### src/design/fft_pkg.sv
package fft_pkg;

    localparam int N_POINTS = 16;
    localparam int N_PAIRS  = 8;
    localparam int N_STAGES = 4;
    localparam int SAMPLE_W = 16;
    localparam int ACC_W    = 32;
    localparam int GUARD_W  = 8;
    localparam int FRAC_W   = 8;
    localparam int TW_FRAC  = 16;

    typedef logic signed [SAMPLE_W-1:0] sample_t;
    typedef logic signed [ACC_W-1:0]    acc_t;
    typedef logic [3:0]                 idx_t;
    typedef logic [1:0]                 stage_t;
    typedef logic [2:0]                 tw_idx_t;

    // cos and -sin of 2*pi*k/16, Q16
    localparam acc_t TW_REAL [N_PAIRS] = '{
        32'sh00010000, 32'sh0000EC83, 32'sh0000B504, 32'sh000061F7,
        32'sh00000000, 32'shFFFF9E09, 32'shFFFF4AFC, 32'shFFFF137D
    };
    localparam acc_t TW_IMAG [N_PAIRS] = '{
        32'sh00000000, 32'shFFFF9E09, 32'shFFFF4AFC, 32'shFFFF137D,
        32'shFFFF0000, 32'shFFFF137D, 32'shFFFF4AFC, 32'shFFFF9E09
    };

    // upper point of butterfly k
    function automatic idx_t pair_a(stage_t stage, int k);
        int span;
        span = 8 >> stage;
        return idx_t'((2 * span) * (k / span) + (k % span));
    endfunction

    function automatic idx_t pair_b(stage_t stage, int k);
        return pair_a(stage, k) + idx_t'(8 >> stage);
    endfunction

    function automatic tw_idx_t tw_index(stage_t stage, int k);
        return tw_idx_t'((k % (8 >> stage)) << stage);
    endfunction

    function automatic idx_t bit_reverse(idx_t idx);
        return {idx[0], idx[1], idx[2], idx[3]};
    endfunction

endpackage
### src/design/result_serializer.sv
`timescale 1ns/1ps

module result_serializer import fft_pkg::*; (
    input  logic    clk,
    input  logic    rst,
    input  acc_t    result_real [N_POINTS],
    input  acc_t    result_imag [N_POINTS],
    input  logic    result_ready,
    output sample_t fft_d [N_POINTS],
    output logic    fft_valid
);

    // high while the imaginary half is due
    logic phase_im;

    always_ff @(posedge clk or posedge rst) begin
        if (rst) begin
            phase_im  <= 1'b0;
            fft_valid <= 1'b0;
        end else if (result_ready) begin
            phase_im  <= 1'b1;
            fft_valid <= 1'b1;
        end else if (phase_im) begin
            phase_im  <= 1'b0;
            fft_valid <= 1'b1;
        end else begin
            fft_valid <= 1'b0;
        end
    end

    // bins in natural order, middle 16 bits of each word
    always_ff @(posedge clk) begin
        for (int j = 0; j < N_POINTS; j++) begin
            if (result_ready) begin
                fft_d[j] <= result_real[bit_reverse(idx_t'(j))][FRAC_W+SAMPLE_W-1:FRAC_W];
            end else if (phase_im) begin
                fft_d[j] <= result_imag[bit_reverse(idx_t'(j))][FRAC_W+SAMPLE_W-1:FRAC_W];
            end
        end
    end

    //////////////////////////////
    // checks
    //////////////////////////////

    // engine result must not come back while imag half is pending
    a_no_overrun: assert property (
        @(posedge clk) disable iff (rst) result_ready |-> !phase_im
    );

endmodule

### config.mk
export PLATFORM = sky130hd
export DESIGN_NAME = result_serializer
export DESIGN_NICKNAME = d
export VERILOG_FILES = /design/src/design/fft_pkg.sv /design/src/design/result_serializer.sv
export SDC_FILE = /design/constraint.sdc
export NUM_CORES = 1
export LEC_CHECK = 0
export CAP_MARGIN = 40
export CORE_AREA = 2 2 502 504
export DETAILED_ROUTE_END_ITERATION = 7
export DIE_AREA = 0 0 504 506
export DONT_BUFFER_PORTS = 1
export PLACE_DENSITY = 0.3
export SLEW_MARGIN = 40
export SYNTH_ARGS = -nofsm -noshare
export SYNTH_HDL_FRONTEND = slang
export SYNTH_SLANG_ARGS = --single-unit
### constraint.sdc
create_clock -name clk -period 7.9 [get_ports clk]
set_input_delay 1.58 -clock clk [delete_from_list [all_inputs] [get_ports clk]]
set_output_delay 1.58 -clock clk [all_outputs]
set_load 0.01 [all_outputs]
==> results.sh <==
export IMPL_max_freq_ghz=0.268
export IMPL_cp_common_cell="buf_16"
export IMPL_drc=0
export IMPL_wl_per_cell_um=20.6
export IMPL_grt_use_met1_pct=4.85
export IMPL_grt_util_met2_pct=11.5
export IMPL_grt_busiest_layer="met2"
export IMPL_synth_warning_count=0
export IMPL_gp_routability_congestion=0.748
export IMPL_synthMuxAreaShare_pct=31.6
export IMPL_r2r_slack_ns=6.06
export IMPL_fin_crit_sh_pct=47.2
export IMPL_critPathTopFamily="buffers and inverters"
export IMPL_die_h_um=506
export IMPL_yosys_area_share_simple_pct=0.0528
export IMPL_peakVddDrop_v=0.000105
export IMPL_outcome="complete, no violations"
export IMPL_grt_setup_unrepaired="no"
export IMPL_worst_setup_path_end_kind="register"
export IMPL_syn_inst=545
export IMPL_io_buffers=0
export IMPL_die_w_um=504
export IMPL_yosys_area_top_type="edfxtp_1"
export IMPL_dr_pass1_iters=4
export IMPL_htree_num_levels=2
export IMPL_setup_violations=0
export IMPL_clk_pin_slew_ns=0.07
export IMPL_drive_gt1_share_pct=53.3
export IMPL_placedInstanceArea_um2=15700
export IMPL_synth_top_family_by_area="multiplexers"
export IMPL_synth_seq_cells=258
export IMPL_skew_ns=0.0243
export IMPL_synth_xor_area_share_pct=0
export IMPL_drv_cap=0
export IMPL_final_nets=1587
export IMPL_r2r_start="phase_im$_DFF_PP0_"
export IMPL_syn_area_per_cell_um2=21.8
export IMPL_drt_wl_total_um=82200
export IMPL_overflow=0
export IMPL_clkLatencyLatePin_ns=0.62
export IMPL_clock_path_buffers=3
export IMPL_powerDensity_nw_per_um2=212
export IMPL_ant_nets=0
export IMPL_syn2layout_area_growth_pct=43.7
export IMPL_drv_slew=0
export IMPL_yosysTopAreaCellShare_pct=64.9
export IMPL_path_buf_inv=4
export IMPL_yosys_area_share_adder_pct=0
export IMPL_cts_buffers=35
export IMPL_dieArea_um2=255000
export IMPL_relSlewSlack_pct=50.0
export IMPL_synth_cell_types=10
export IMPL_via_per_inst=1.50
export IMPL_grt_start_max_net_pins=259
export IMPL_startpoint_type="input pin"
export IMPL_path_class="input pin to register"
export IMPL_finalSetupTns_ns=0
export IMPL_cts_tree="done"
export IMPL_final_cell_mix="edfxtp_1 (256), mux2_4 (229), clkbuf_16 (36)"
export IMPL_grt_pass1_wl_um=94500
export IMPL_hold_viol_final=0
export IMPL_io_pins=1284
export IMPL_clockRootBuffer="clkbuf_16"
export IMPL_cts_hold_buf=0
export IMPL_timing_rr_end="fft_d[33]$_DFFE_PP_"
export IMPL_required_ns=8.13
export IMPL_slowest_stage="or2_4"
export IMPL_coreArea_um2=250000
export IMPL_design_area_um2=17000
export IMPL_r2r_cells=3
export IMPL_drt_iter0_drc=282
export IMPL_grt_use_met3_pct=4.67
export IMPL_worst_pin_slew_ns=0.749
export IMPL_vias=5992
export IMPL_cts_resized=0
export IMPL_synth_seq_area_share_pct=65.3
export IMPL_hpwl_um=71700
export IMPL_rows=184
export IMPL_cp_max_fo=74
export IMPL_hold_class="input pin to asynchronous set/reset pin"
export IMPL_synthTopCellsByArea="edfxtp_1 (65%), mux2_4 (29%), mux2_2 (2.6%)"
export IMPL_grt_use_total_pct=6.20
export IMPL_start_util_pct=4.74
export IMPL_leakage_nw=5.21
export IMPL_antenna_found_initial=104
export IMPL_min_period_ns=3.73
export IMPL_cts_sinks=258
export IMPL_synth_compound_area_share_pct=0
export IMPL_final_common_cell="edfxtp_1"
export IMPL_cts_setup_buffers=0
export IMPL_holdWs_ns=0.709
export IMPL_slowest_delay_ns=0.50
export IMPL_syn_nets=1572
export IMPL_arrival_ns=3.96
export IMPL_crit_chain="buf_16 > buf_16 > or2_4 > buf_12 > buf_16"
export IMPL_grt_pass1_vias=5814
export IMPL_cp_num_cells=5
export IMPL_syn_area_um2=11900
==> cell usage after synthesis <==
| cell | instances |
|---|---|
| edfxtp_1 | 256 |
| mux2_4 | 229 |
| mux2_2 | 27 |
| buf_6 | 15 |
| buf_8 | 11 |
| buf_2 | 2 |
| dfrtp_1 | 2 |
| buf_12 | 1 |
| inv_1 | 1 |
| or2_2 | 1 |
==> layout make-up <==
class,instances,area [um^2]
clock inverters,17,123
flip-flops and latches,258,7740
clock buffers,42,923
well taps,3348,4190
inverters,1,3.75
diodes,59,148
repair buffers,7,161
fillers,29075,233000
multi-input cells,257,3750
==> cell families (layout without fill, tap and decap cells) <==
family                 count (synthesis)  count (layout)
muxes                                256             256
buffers and inverters                 30              67
and+or+nand+nor                        1               1
other                                  0              59
DFF                                  258             258
==> power by group <==
group          internal [mW]  switching, mW
sequential              1.66          0.158
combinational          0.157         0.0927
clock                  0.863          0.693
total                   2.68          0.944
==> worst register-to-register path, cell delays in order (launching register included) <==
cell	delay, ns
dfrtp_1	0.32
or2_4	0.37
buf_12	0.29
buf_16	0.33
==> sequential cells by signal (all words and copies together), names as in the netlist <==
name,flops
fft_d,256
phase_im,1
fft_valid,1
==> worst max-delay path by stage <==
stage	endpoint	slack (ns)	start
2_1_floorplan	fft_d[0]$_DFFE_PP_	2.29	result_ready
4_1_cts	fft_d[5]	4.77	fft_d[5]$_DFFE_PP_
3_3_place_gp	fft_d[192]$_DFFE_PP_	3.73	result_ready
5_1_grt	fft_d[39]$_DFFE_PP_	4.10	result_ready
3_5_place_dp	fft_d[37]$_DFFE_PP_	4.19	result_ready
6_report	fft_d[33]$_DFFE_PP_	4.17	result_ready
==> routing by layer <==
metal	vias up	share of wire (%)
li1	2247	-
met1	2736	26
met2	693	51
met3	260	17
met4	56	5.1
met5	-	0.45
==> metrics by stage <==
stage / worst slack, ns / std cells / util [%] / power, mW
after global routing: 4.10 / 3963 / 6.79 / 3.80
after floorplan: 2.29 / 545 / - / 2.00
final: 4.17 / 3989 / 6.81 / 3.62
after CTS: 4.77 / 3926 / 6.71 / 3.71
after global placement: 3.73 / 3866 / 6.28 / 2.07
after detailed placement: 4.19 / 3867 / 6.29 / 2.07
No activity file was read; power rests on OpenSTA's default activity.
