File: src/design/drain_detector.sv
`timescale 1ns/1ps

module drain_detector (
    input  logic clk,
    input  logic rst,
    input  logic fir_valid,
    input  logic fft_valid,
    output logic done
);

    logic fir_q;
    logic fft_q;
    logic in_end;
    logic out_end;
    logic armed;

    // falling edges of both strobes
    assign in_end  = fir_q & ~fir_valid;
    assign out_end = fft_q & ~fft_valid;

    always_ff @(posedge clk or posedge rst) begin
        if (rst) begin
            fir_q <= 1'b0;
            fft_q <= 1'b0;
            armed <= 1'b0;
            done  <= 1'b0;
        end else begin
            fir_q <= fir_valid;
            fft_q <= fft_valid;
            if (in_end) begin
                armed <= 1'b1;
            end
            // input stopped, last burst just left
            if (armed && out_end) begin
                armed <= 1'b0;
                done  <= 1'b1;
            end else begin
                done  <= 1'b0;
            end
        end
    end

endmodule

File: config.mk
export PLATFORM = sky130hd
export DESIGN_NAME = drain_detector
export DESIGN_NICKNAME = d
export VERILOG_FILES = /design/src/design/drain_detector.sv
export SDC_FILE = /design/constraint.sdc
export NUM_CORES = 1
export LEC_CHECK = 0
export BUFFER_PORTS_ARGS = -buffer_cell sky130_fd_sc_hd__buf_2
export CAP_MARGIN = 10
export CORE_AREA = 5 5 42 44
export DETAILED_ROUTE_END_ITERATION = 8
export DIE_AREA = 0 0 47 49
export GPL_TIMING_DRIVEN = 0
export HOLD_SLACK_MARGIN = 0.1
export SYNTH_ARGS = -nofsm -noshare
export SYNTH_HDL_FRONTEND = slang
export SYNTH_SLANG_ARGS = --single-unit
File: constraint.sdc
create_clock -name clk -period 0.85 [get_ports clk]
set_clock_uncertainty 0.15 [all_clocks]
set_input_delay 0.085 -clock clk [delete_from_list [all_inputs] [get_ports clk]]
set_output_delay 0.085 -clock clk [all_outputs]
set_load 0.02 [all_outputs]
==> flow_metrics.tcl, run 1 <==
set metrics [dict create \
    layout.nets 24 \
    synthTopCellsByArea "dfrtp_1 (69%), nand2b_4 (9.5%), nor3b_2 (8.6%)" \
    p_total_mw 0.5098 \
    violations "hold timing, setup timing" \
    wirelength_um 281 \
    core_area_um2 1401 \
    crit_cells 1 \
    postLayoutSetupSlackWorst_ns -0.1202 \
    finalHoldViolCount 3 \
    worst_ep_required_time_ns 0.61 \
    ys_warn_count 0 \
    cts.clk_slew.worst_paths_ns 0.04 \
    io_buffers 4 \
    drt_iter0_markers 0 \
    num_io_pins 5 \
    num_vias 97 \
    setup-violations-final 2 \
    track_usage_pct 3.604 \
    fp.dieW_um 47 \
    leakagePower_nw 0.1157 \
    avgSynthCellArea_um2 14.51 \
    tightest_slew_ns 0.1624 \
    wl_per_cell_um 8.265 \
    maxCapViolCount 0 \
    fillers 159 \
    antenna_found_initial 0 \
    synth_cell_types 6 \
    outcome "finished with violations" \
    root_buffer "clkbuf_4" \
    critPathTopFamily "flip-flops" \
    yosysSeqAreaShare_pct 68.97 \
    drtAntennaViolNets 0 \
    yosysTopAreaCell "dfrtp_1" \
    grt_first_pass_wirelength_um 476 \
    grt_max_degree 5 \
    cts_setup_buffers 0 \
    period_share_pct 114.1 \
    numCtsBuffers 3 \
    grt-ovfl-total 0 \
    maxSlewHeadroom_pct 89.16 \
    cts_tree "done" \
    die-height_um 49 \
    rr_worst_depth 2 \
    holdPathEnd "fft_q" \
    maxSlewViolCount 0 \
    fin_crit_ns 0.9702 \
    path_class "flop to output port" \
    final.setup.tns_ns -0.1793 \
    gp_congestion 0.6547 \
    ir_drop_uv 789.9 \
    area_growth_pct 54.31 \
    ys_ff_latch 4 \
    clock-sinks 4 \
    r2r-start "fir_q" \
    startpoint_type "flop" \
    cts_buffer_depth 2 \
    die-area_um2 2303 \
    synth_fp_nets 14 \
    worstHoldStart "fft_valid" \
    netlist_area_um2 145.1 \
    worst-path-buf-inv 1 \
    drc 0 \
    h-tree-depth 1 \
    firstDrtPassIters 1 \
    worstPathArrival_ns 0.74 \
    endpoint_kind "output port" \
    crit_fanout 1 \
    holdWs_ns -0.1688 \
    r2r_slack_ns -0.06 \
    path_cells "buf_6" \
    n_antenna_cell 0 \
    placementRows 14 \
    hold_class "primary input to flop" \
    cp_slowest_stage_delay_ns 0.37 \
    synthCells 10 \
    clock.fmax_ghz 1.031 \
    final_cells 34 \
    critPathSlowestCell "dfrtp_1" \
    hold_depth 1 \
    clk_latency_ns 0.23 \
    cts_hold_buffers 1 \
    dp.cells 30 \
    p_per_area_nw_per_um2 2276 \
    initial_utilization_pct 10.36 \
    first_global_vias 122 \
    rsz0062_at_grt "yes" \
    viasPerCell 2.853 \
    r2r-end "armed" \
    drive_above_1_share_pct 50.00 \
    yosysTopAreaCellShare_pct 68.97 \
]
[per-layer routing]
layer | track usage [%] | wire, µm | vias to the layer above
met3 | 5.535 | 38 | 2
li1 | - | - | 46
met5 | 0 | 0 | -
met4 | 2.765 | 4 | 0
met1 | 3.333 | 119 | 42
met2 | 3.394 | 118 | 7
[how the worst max path moves through the flow]
stage / from / end / slack, ns
2_1_floorplan: fir_q / armed / -0.02
3_3_place_gp: fir_q / armed / -0.02
3_5_place_dp: fir_q / armed / -0.05
4_1_cts: done / done / -0.13
5_1_grt: done / done / -0.15
6_report: done / done / -0.12
[cells in the final DEF (no fill, tap or decap)]
master / netlist / layout
a21o_1: 1 / 1
buf_2: 0 / 3
buf_6: 0 / 1
clkbuf_4: 0 / 3
dfrtp_1: 4 / 4
dlygate4sd3_1: 0 / 1
inv_1: 2 / 2
nand2b_4: 1 / 1
nor2_1: 1 / 1
nor3b_2: 1 / 1
[cell usage after synthesis]
master / n
dfrtp_1: 4
nand2b_4: 1
nor3b_2: 1
a21o_1: 1
nor2_1: 1
inv_1: 2
[flip-flops by register name, indices dropped and copies added (netlist names)]
signal,flops
armed,1
done,1
fft_q,1
fir_q,1
[kinds of logic after synthesis]
family	Yosys count	synth area share, %
compound gates	1	5.174
buf+inv	2	5.174
flops	4	68.97
simple gates	3	20.68
[per-stage QoR]
stage | setup WS (ns) | utilization, % | area, µm²
finish | -0.1202 | 15.98 | 224.0
global route | -0.1491 | 15.98 | 224.0
CTS | -0.1259 | 15.98 | 224.0
detailed placement | -0.04636 | 13.21 | 185.2
global placement | -0.02495 | 13.21 | 185.2
floorplan | -0.02094 | - | 145.1
[where the power goes]
part / internal [mW] / total [mW] / switching (mW) / leakage (nW)
combinational: 0.0288 / 0.0503 / 0.0214 / 0.0529
sequential: 0.209 / 0.222 / 0.0132 / 0.0490
clock: 0.158 / 0.237 / 0.0794 / 0.0138
total: 0.396 / 0.510 / 0.114 / 0.116
[layout make-up]
type | instances | area (µm²) | share of cell area [%]
Sequential cell | 4 | 100.1 | 44.69
Timing Repair Buffer | 5 | 36.28 | 16.20
Inverter | 2 | 7.507 | 3.352
Tap cell | 16 | 20.02 | 8.939
Clock buffer | 3 | 22.52 | 10.06
Multi-Input combinational cell | 4 | 37.54 | 16.76
[repair_timing]
| action | 4_1_cts | 5_1_grt |
|---|---|---|
| endpoints found under the hold margin | 8 | 4 |
| endpoints found under the setup margin | 2 | 2 |
| gates resized for setup | 2 | 0 |
| pin swaps | 0 | 1 |
Note: power is estimated with default switching activity, not from simulation.
==> run 2: changes to the inputs <==
--- a/config.mk
+++ b/config.mk
@@ -11,7 +11,7 @@
 export DETAILED_ROUTE_END_ITERATION = 8
 export DIE_AREA = 0 0 47 49
 export GPL_TIMING_DRIVEN = 0
-export HOLD_SLACK_MARGIN = 0.1
+export REMOVE_ABC_BUFFERS = 1
 export SYNTH_ARGS = -nofsm -noshare
 export SYNTH_HDL_FRONTEND = slang
 export SYNTH_SLANG_ARGS = --single-unit
==> run 2 against run 1 <==
- the run still ends with hold timing, setup timing left
- maximum frequency about the same
- sequential share of layout area decreased by 1.9 points
- total power increased by 0.64%
- highest routed layer unchanged
==> flow_metrics.tcl, run 2 (same netlist as run 1, synthesis figures left out) <==
set metrics [dict create \
    outcome "finished with violations" \
    violations "hold timing, setup timing" \
    wirelength_um 280 \
    grt_max_degree 5 \
    worstPathArrival_ns 0.74 \
    numCtsBuffers 3 \
    endpoint_kind "output port" \
    cts_tree "done" \
    n_antenna_cell 0 \
    root_buffer "clkbuf_4" \
    cp_slowest_stage_delay_ns 0.37 \
    ir_drop_uv 789.2 \
    drc 0 \
    first_global_vias 125 \
    period_share_pct 114.2 \
    fin_crit_ns 0.9703 \
    placed_area_um2 185.2 \
    clock-sinks 4 \
    cts.clk_slew.worst_paths_ns 0.04 \
    multi_input_area_um2 37.54 \
    grt_first_pass_wirelength_um 489 \
    area_growth_pct 61.21 \
    startpoint_type "flop" \
    viasPerCell 2.914 \
    crit_fanout 1 \
    drt_iter0_markers 0 \
    num_io_pins 5 \
    num_vias 102 \
    regArea_um2 100.1 \
    final_cell_mix "dfrtp_1 (4), clkbuf_4 (3), buf_2 (3)" \
    postLayoutSetupSlackWorst_ns -0.1203 \
    die-height_um 49 \
    path_cells "buf_6" \
    track_usage_pct 3.675 \
    fin_area_um2 234.0 \
    fillers 156 \
    placementRows 14 \
    grt-ovfl-total 0 \
    setup-violations-final 2 \
    final_common_cell "dfrtp_1" \
    critPathSlowestCell "dfrtp_1" \
    worst-path-buf-inv 1 \
    gp_congestion 0.6547 \
    holdWs_ns -0.1689 \
    cts_setup_buffers 0 \
    critPathTopFamily "flip-flops" \
    die-area_um2 2303 \
    drtAntennaViolNets 0 \
    maxSlewViolCount 0 \
    maxCapViolCount 0 \
    finalHoldViolCount 2 \
    core_area_um2 1401 \
    firstDrtPassIters 1 \
    h-tree-depth 1 \
    layout.nets 25 \
    wl_per_cell_um 8.000 \
    io_buffers 4 \
    cts_buffer_depth 2 \
    cts_hold_buffers 2 \
    clock.fmax_ghz 1.031 \
    drive_above_1_share_pct 47.37 \
    rsz0062_at_grt "yes" \
    clk_latency_ns 0.23 \
    antenna_found_initial 0 \
    maxSlewHeadroom_pct 88.93 \
    fp.dieW_um 47 \
    initial_utilization_pct 10.36 \
    hold_class "primary input to flop" \
    p_per_area_nw_per_um2 2193 \
    leakagePower_nw 0.1199 \
    worst_ep_required_time_ns 0.61 \
    tightest_slew_ns 0.1659 \
    path_class "flop to output port" \
]
[run 2: cell types whose count changed in the layout (fill, tap and decap cells not counted), sizes merged]
cell	before	now
dlygate4sd3	1	2
[run 2: final timing paths]
path | startpoint | endpoint | slack (ns) | cells past startpoint
worst max-delay path | done | done | -0.12 | 1
worst min-delay path | fft_valid | fft_q | -0.17 | 1
worst max register to register | fir_q | armed | -0.06 | 2
worst min register to register | armed | done | 0.38 | 2
max in group asynchronous | rst | fft_q | 0.26 | 3
min in group asynchronous | rst | done | 0.13 | 3
[run 2: power by group]
| part | total, mW | switching, mW | internal [mW] | leakage (nW) |
|---|---|---|---|---|
| clock network | 0.238 | 0.0795 | 0.158 | 0.0138 |
| logic | 0.0537 | 0.0219 | 0.0318 | 0.0571 |
| registers | 0.222 | 0.0129 | 0.209 | 0.0490 |
| total | 0.513 | 0.114 | 0.399 | 0.120 |
[run 2: area by class of cell]
cell class	instances	share of cell area [%]
Sequential cell	4	42.78
Timing Repair Buffer	6	19.79
Multi-Input combinational cell	4	16.04
Clock buffer	3	9.626
Tap cell	16	8.556
Inverter	2	3.209
[run 2: repair_timing]
action | CTS | global route
cloned | 0 | 0
hold endpoints to repair | 7 | 2
gates resized for setup | 2 | 0
setup endpoints to repair | 2 | 2
pin swaps | 0 | 1
[run 2: metal layers]
layer	track usage [%]	wire (µm)	vias to the layer above
met5	0	0	-
met3	5.535	39	2
met4	2.765	4	0
li1	-	-	48
met2	3.394	117	7
met1	3.556	118	45
[run 2: worst reg2reg max path, stage by stage, from the launching register on]
cell and delay (ns):
dfrtp_1 0.34, nor3b_2 0.14, a21o_1 0.15
[run 2: stage by stage]
step	power (mW)	setup TNS (ns)	std cells	setup slack [ns]	util [%]
2_1_floorplan	0.2490	-0.02094	10	-0.02094	-
3_3_place_gp	0.2628	-0.02495	30	-0.02495	13.21
3_5_place_dp	0.2661	-0.04636	30	-0.04636	13.21
4_1_cts	0.5267	-0.1893	35	-0.1259	16.70
5_1_grt	0.5495	-0.2227	35	-0.1488	16.70
6_report	0.5131	-0.1789	35	-0.1203	16.70
