$ cat src/design/fft_pkg.sv
package fft_pkg;

    localparam int N_POINTS = 16;
    localparam int N_PAIRS  = 8;
    localparam int N_STAGES = 4;
    localparam int SAMPLE_W = 16;
    localparam int ACC_W    = 32;
    localparam int GUARD_W  = 8;
    localparam int FRAC_W   = 8;
    localparam int TW_FRAC  = 16;

    typedef logic signed [SAMPLE_W-1:0] sample_t;
    typedef logic signed [ACC_W-1:0]    acc_t;
    typedef logic [3:0]                 idx_t;
    typedef logic [1:0]                 stage_t;
    typedef logic [2:0]                 tw_idx_t;

    // cos and -sin of 2*pi*k/16, Q16
    localparam acc_t TW_REAL [N_PAIRS] = '{
        32'sh00010000, 32'sh0000EC83, 32'sh0000B504, 32'sh000061F7,
        32'sh00000000, 32'shFFFF9E09, 32'shFFFF4AFC, 32'shFFFF137D
    };
    localparam acc_t TW_IMAG [N_PAIRS] = '{
        32'sh00000000, 32'shFFFF9E09, 32'shFFFF4AFC, 32'shFFFF137D,
        32'shFFFF0000, 32'shFFFF137D, 32'shFFFF4AFC, 32'shFFFF9E09
    };

    // upper point of butterfly k
    function automatic idx_t pair_a(stage_t stage, int k);
        int span;
        span = 8 >> stage;
        return idx_t'((2 * span) * (k / span) + (k % span));
    endfunction

    function automatic idx_t pair_b(stage_t stage, int k);
        return pair_a(stage, k) + idx_t'(8 >> stage);
    endfunction

    function automatic tw_idx_t tw_index(stage_t stage, int k);
        return tw_idx_t'((k % (8 >> stage)) << stage);
    endfunction

    function automatic idx_t bit_reverse(idx_t idx);
        return {idx[0], idx[1], idx[2], idx[3]};
    endfunction

endpackage
$ cat src/design/sample_collector.sv
`timescale 1ns/1ps

module sample_collector import fft_pkg::*; (
    input  logic    clk,
    input  logic    rst,
    input  sample_t fir_d,
    input  logic    fir_valid,
    output acc_t    frame [N_POINTS],
    output logic    frame_ready
);

    idx_t cnt;

    // slot counter and frame strobe
    always_ff @(posedge clk or posedge rst) begin
        if (rst) begin
            cnt         <= '0;
            frame_ready <= 1'b0;
        end else if (fir_valid) begin
            cnt         <= cnt + idx_t'(1);
            frame_ready <= (cnt == idx_t'(N_POINTS - 1));
        end else begin
            frame_ready <= 1'b0;
        end
    end

    // sample sits in the middle of the working word
    always_ff @(posedge clk) begin
        if (fir_valid) begin
            frame[cnt] <= {{GUARD_W{fir_d[SAMPLE_W-1]}}, fir_d, {FRAC_W{1'b0}}};
        end
    end

    //////////////////////////////
    // checks
    //////////////////////////////

    // one frame per 16 accepted samples, never back to back
    a_ready_single: assert property (
        @(posedge clk) disable iff (rst) frame_ready |=> !frame_ready
    );

endmodule

$ cat config.mk
export PLATFORM = sky130hd
export DESIGN_NAME = sample_collector
export DESIGN_NICKNAME = d
export VERILOG_FILES = /design/src/design/fft_pkg.sv /design/src/design/sample_collector.sv
export SDC_FILE = /design/constraint.sdc
export NUM_CORES = 1
export LEC_CHECK = 0
export BUFFER_PORTS_ARGS = -buffer_cell sky130_fd_sc_hd__buf_4
export CAP_MARGIN = 20
export CORE_AREA = 10 10 200 202
export CTS_BUF_LIST = sky130_fd_sc_hd__clkbuf_16
export DETAILED_ROUTE_END_ITERATION = 10
export DIE_AREA = 0 0 210 212
export SETUP_SLACK_MARGIN = 0.05
export SKIP_CTS_REPAIR_TIMING = 1
export SYNTH_ARGS = -nofsm -noshare
export SYNTH_HDL_FRONTEND = slang
export SYNTH_SLANG_ARGS = --single-unit
$ cat constraint.sdc
create_clock -name clk -period 1.85 [get_ports clk]
set_clock_uncertainty 0.2 [all_clocks]
set_input_delay 0.2775 -clock clk [delete_from_list [all_inputs] [get_ports clk]]
set_output_delay 0.2775 -clock clk [all_outputs]
set_load 0.005 [all_outputs]
==> results of run 1 <==
worst reg2reg max path: stages, from the launching register on:
cell	delay, ns
dfrtp_1	0.44
nor3b_2	0.30
and2_1	0.29
buf_4	0.20
cell type report:
cell class	instances	area (µm²)
fillers	3395	22500
clock buffers	27	675.6
repair buffers	462	3628
clock inverters	23	156.4
well taps	468	585.6
inverters	3	11.26
flip-flops and latches	261	7812
multi-input cells	159	711.9
logic make-up after synthesis:
kind of cell	count (synthesis)	synth area share
AO/OA/AOI/OAI	1	0.0005004
XOR/XNOR	3	0.002630
adder cells (fa/ha/maj)	4	0.005009
buffers and inverters	260	0.1946
flip-flops	261	0.7819
other	1	0.0003753
AND/OR/NAND/NOR	23	0.01503
worst max-delay path by stage:
stage                    start          to  slack, ns  cells after the start
floorplan               cnt[2]  frame[136]       0.17                      2
global placement        cnt[2]  frame[401]       0.15                      3
detailed placement      cnt[2]  frame[401]       0.14                      3
CTS                 frame[382]  frame[380]      -0.07                      1
global route        frame[350]  frame[348]       0.05                      1
finish              frame[478]  frame[475]        0.1                      1
sequential cells by signal (all words and copies together), names as in the netlist:
register and count:
frame 256, cnt 4, frame_ready 1
through the flow:
step	cell area, µm²	util	total power [µW]	hold slack, ns	std cells
after floorplan	10470	-	8389	-0.1440	680
final	13580	0.3764	14590	0.04650	1403
after CTS	13300	0.3685	14740	-0.5585	1373
after detailed placement	12460	0.3454	9647	0.02555	1323
after global routing	13580	0.3764	15210	0.03659	1403
after global placement	12460	0.3454	9623	0.01933	1323
where the power goes:
| part | internal [µW] | leakage (µW) | switching (µW) |
|---|---|---|---|
| logic | 1010 | 0.00280 | 1130 |
| clock network | 2820 | 0.000433 | 2240 |
| registers | 7120 | 0.00237 | 276 |
cell usage in the layout (no fill, tap or decap), types with 2 or more instances in the layout:
cell type,netlist,final
and3b_1,2,2
inv_1,3,12
clkinv_1,0,4
conb_1,1,128
dlygate4sd3_1,0,18
ha_1,4,4
dfrtp_1,5,5
clkinv_2,0,3
clkinvlp_4,0,3
xnor2_1,2,2
and2_1,16,16
clkbuf_2,0,2
buf_2,0,2
buf_12,0,10
clkbuf_16,0,27
edfxtp_1,256,256
nand2_1,2,2
buf_4,256,430
per-layer routing:
layer  global-route usage  vias up
li1                     -     2289
met1               0.1620     2597
met2               0.2402      334
met3              0.06985       28
met4              0.02332        0
met5                    0        -
==> out/results.txt, run 1 <==
Crit Path Category = reg -> out
Worst Path Required = 1.37 ns
Top Layer Used = met4
share of the synthesized area in the top cell type = 0.7693
cell taking the most area after synthesis = edfxtp_1
Worst path max stage delay = 0.54 ns
GRT Util Overall = 0.1423
total gr overflow = 0
DP HPWL = 26.06 mm
routed wl met2 = 17.24 mm
initial core utilization = 0.2769
Mapped Avg Cell Area = 18.07 µm²
sequential share of the synthesized area = 0.7819
Ports = 532
diode count = 0
# DRC = 0
mapped cell area = 0.009992 mm²
Clk pin slew, worst setup/hold paths = 0.06 ns
Max Slew Vio Count = 0
per-cell routed wire length = 24.63 µm
Crit path max-delay family = flip-flops
TNS Setup = 0 ns
die height = 212 µm
Detailed Route WL = 34.56 mm
gpl congestion = 0.7642
metal3 WL = 4.415 mm
CTS Buf Count = 27
worst skew pair latency = 0.54 ns
FP Rows = 70
fin crit share = 0.9477
Worst Path Max Fanout = 9
status = finished, final reports clean
R2R depth = 3
Peak VDD IR = 0.7355 mV
Startpoint Class = register
initial DRC count = 201
vias per cell = 3.741
area delta synth->final = 35.93%
CTS tree = built
share of layout cells above drive strength 1 = 0.5155
Area contributors post-synth = edfxtp_1 (77%), buf_4 (19%), dfrtp_1 (1.3%)
most frequent cells after synthesis = buf_4 (256), edfxtp_1 (256), and2_1 (16), dfrtp_1 (5), ha_1 (4)
CTS root buffer = clkbuf_16
fin worst setup slack = 0.09675 ns
met1 wire length = 12.50 mm
Syn Inst Count = 553
final setup vio count = 0
Final ANT Viol Nets = 0
Max H-tree Level = 1
number of enable flip-flop cells after synthesis = 256
Clock Tree Buf Depth = 3
core area = 0.03608 mm²
first-pass GRT wire length = 45.62 mm
DR vias = 5248
crit path time final = 1.753 ns
Worst Setup End Kind = output pin
Synth warnings = 0
DIE WIDTH = 210 µm
MaxCap Viol Count = 0
DIE AREA = 0.04452 mm²
DR pass1 iterations = 4
initial antenna violation count = 1
worst path buffer plus inverter count = 1
PwrDens = 1075 mW/mm²
largest net degree at the start of global routing = 17
highest clock rate = 570.4 MHz
port bufs = 403
Worst EP arrival = 1.28 ns
Synth Register Bits = 261
Sink Count = 261
fraction of registers with async set/reset = 0.01916
RSZ-0062 raised after global routing = no
Netlist cell types = 16
Leak Pwr = 0.005607 µW
worst r2r src = cnt[2]
crit path max-delay cell type = edfxtp_1
r2r setup slk = 0.15 ns
Critical Path, Cell by Cell = buf_4
Crit Reg-Reg Endpoint = frame[406]
final hold vios = 0
vias in the first global route = 5420
Tightest Hold Check Type = in -> async
Most used DFF post-synth = edfxtp_1
final net count = 937
Setup WS pre-CTS = 0.1381 ns
Power figures use the tool's default switching activity.
==> run 2: changes to the inputs <==
--- a/config.mk
+++ b/config.mk
@@ -5,12 +5,12 @@
 export SDC_FILE = /design/constraint.sdc
 export NUM_CORES = 1
 export LEC_CHECK = 0
-export BUFFER_PORTS_ARGS = -buffer_cell sky130_fd_sc_hd__buf_4
 export CAP_MARGIN = 20
-export CORE_AREA = 10 10 200 202
+export CORE_AREA = 10 10 198 200
 export CTS_BUF_LIST = sky130_fd_sc_hd__clkbuf_16
 export DETAILED_ROUTE_END_ITERATION = 10
-export DIE_AREA = 0 0 210 212
+export DIE_AREA = 0 0 208 210
+export DONT_BUFFER_PORTS = 1
 export SETUP_SLACK_MARGIN = 0.05
 export SKIP_CTS_REPAIR_TIMING = 1
 export SYNTH_ARGS = -nofsm -noshare
==> run 2 against run 1 <==
Effect of this change:
- via count fell by 29%
- global-route usage fell by 3.3 points
- power fell by 3.8%
- worst hold slack improved by 0.056 ns
- largest cell class unchanged
- critical path type unchanged
- first-iteration DRC count fell by 9.0%
==> out/results.txt, run 2 (synthesized netlist as in run 1, its figures left out) <==
# DRC = 0 (unchanged)
final hold vios = 0 (unchanged)
core area = 0.03522 mm² (-2.4%)
Sink Count = 261 (unchanged)
GRT Util Overall = 0.1095 (-0.03278)
max reg flops = 256 (unchanged)
initial DRC count = 183 (-9.0%)
DIE AREA = 0.04368 mm² (-1.9%)
worst skew pair latency = 0.53 ns (about the same)
Worst Setup End Kind = output pin
Hold Path Sink = frame_ready
CTS Buf Count = 27 (unchanged)
post-route design area = 0.01053 mm² (-22%)
total gr overflow = 0 (unchanged)
Worst EP arrival = 1.24 ns (-0.04 ns)
R2R depth = 4 (+1)
Crit Path Category = reg -> out
CTS root buffer = clkbuf_16
CTS tree = built
Max H-tree Level = 1 (unchanged)
DR vias = 3728 (-29%)
area delta synth->final = 5.346%
worst r2r src = cnt[0]
first-pass GRT wire length = 34.38 mm (-25%)
Clock Tree Buf Depth = 3 (unchanged)
vias per cell = 3.847 (+2.9%)
status = finished, final reports clean
r2r setup slk = 0.21 ns (+0.06 ns)
Slew headroom = 0.3267
PwrDens = 1334 mW/mm² (+24%)
FILL cells = 3409 (+0.41%)
Startpoint Class = register
Detailed Route WL = 25.92 mm (-25%)
Tightest Hold Check Type = in -> reg
most common cell after layout, fill and taps aside = edfxtp_1
largest net degree at the start of global routing = 18 (+1)
per-cell routed wire length = 26.75 µm (+8.6%)
Worst Path Max Fanout = 9 (unchanged)
Biggest register = frame
DR pass1 iterations = 4 (unchanged)
initial core utilization = 0.2837 (+0.006767)
gpl congestion = 0.6779 (-11%)
port bufs = 0 (-100%)
vias in the first global route = 3879 (-28%)
grt peak-use layer = met2
initial antenna violation count = 3 (+2)
Crit Reg-Reg Endpoint = frame[446]
die height = 210 µm (-0.94%)
commonest cells after routing, fill and taps aside = edfxtp_1 (256), conb_1 (128), clkbuf_16 (27)
MaxCap Viol Count = 0 (unchanged)
RSZ-0062 raised after global routing = yes
Clk pin slew, worst setup/hold paths = 0.06 ns (about the same)
Max Slew Vio Count = 0 (unchanged)
met1 GRT Util = 0.1168 (-0.04521)
crit path time final = 1.713 ns (-0.04071 ns)
final setup vio count = 0 (unchanged)
largest registers = frame x256, cnt x4, frame_ready x1
GRT met2 Usage = 0.1736 (-0.06655)
beginning of the worst hold path = fir_valid
TNS Setup = 0 ns (unchanged)
fin crit share = 0.9257 (-0.02201)
DIE WIDTH = 208 µm (-0.95%)
Final ANT Viol Nets = 0 (unchanged)
Leak Pwr = 0.003586 µW (-36%)
hold path cells = 3
worst slew pin tran = 1.007 ns
final net count = 511 (-45%)
share of layout cells above drive strength 1 = 0.1146 (-0.4009)
met3 GRT Util = 0.07333 (+0.003483)
Ports = 532 (unchanged)
FP Rows = 69 (-1.4%)
DP HPWL = 17.17 mm (-34%)
Peak VDD IR = 0.8117 mV (+10%)
placed inst area = 0.009428 mm² (-24%)
highest clock rate = 583.9 MHz (+2.4%)
Worst Path Required = 1.37 ns (about the same)
[run 2: cell types whose count changed in the layout (fill, tap and decap cells not counted), sizes merged]
cell	previous run	this run
buf	442	17
bufinv	1	5
clkbuf	29	27
dlygate4sd3	18	19
clkinv	8	6
diode	0	2
inv	14	9
[run 2: worst max-delay path by stage]
| stage | startpoint | endpoint | cells past startpoint |
|---|---|---|---|
| final | frame[414] | frame[413] | 0 |
| after global routing | frame[222] | frame[222] | 0 |
| after CTS | frame[222] | frame[216] | 0 |
| after detailed placement | cnt[1] | frame[334] | 4 |
| after global placement | cnt[1] | frame[334] | 4 |
| after floorplan | cnt[2] | frame[136] | 2 |
[run 2: power breakdown]
group	total, µW	internal (µW)	switching (µW)
clock network	5480	3340	2150
registers	7550	7130	418
logic	1000	305	699
total	14000	10800	3260
[run 2: routing by layer]
layer | part of all wire | up-vias
li1 | - | 1445
met5 | 0.00046 | -
met1 | 0.35 | 1892
met3 | 0.16 | 34
met4 | 0.017 | 2
met2 | 0.48 | 355
[run 2: through the flow]
stage | std cells | util | power, µW | hold slack [ns] | setup slack (ns)
finish | 969 | 0.2988 | 14040 | 0.1022 | 0.1375
detailed placement | 901 | 0.2677 | 8546 | -0.1091 | 0.1928
global route | 969 | 0.2988 | 14650 | 0.09703 | 0.02300
global placement | 901 | 0.2677 | 8553 | -0.1081 | 0.1746
CTS | 948 | 0.2933 | 14110 | -0.6974 | 0.06574
floorplan | 680 | - | 8389 | -0.1440 | 0.1660
[run 2: area by class of cell]
cell class | instances | area [µm²] | area share
antenna | 2 | 5.005 | 0.0004755
clock buffer | 27 | 675.6 | 0.06419
clock inverter | 20 | 227.7 | 0.02163
inverter | 3 | 11.26 | 0.001070
multi-input combinational | 159 | 711.9 | 0.06763
sequential | 261 | 7812 | 0.7422
tap | 461 | 576.8 | 0.05480
timing repair buffer | 36 | 505.5 | 0.04802
[run 2: tightest hold or removal path, stage by stage]
cell,delay (ns)
and3_1,0.14
and2_1,0.18
buf_12,0.17
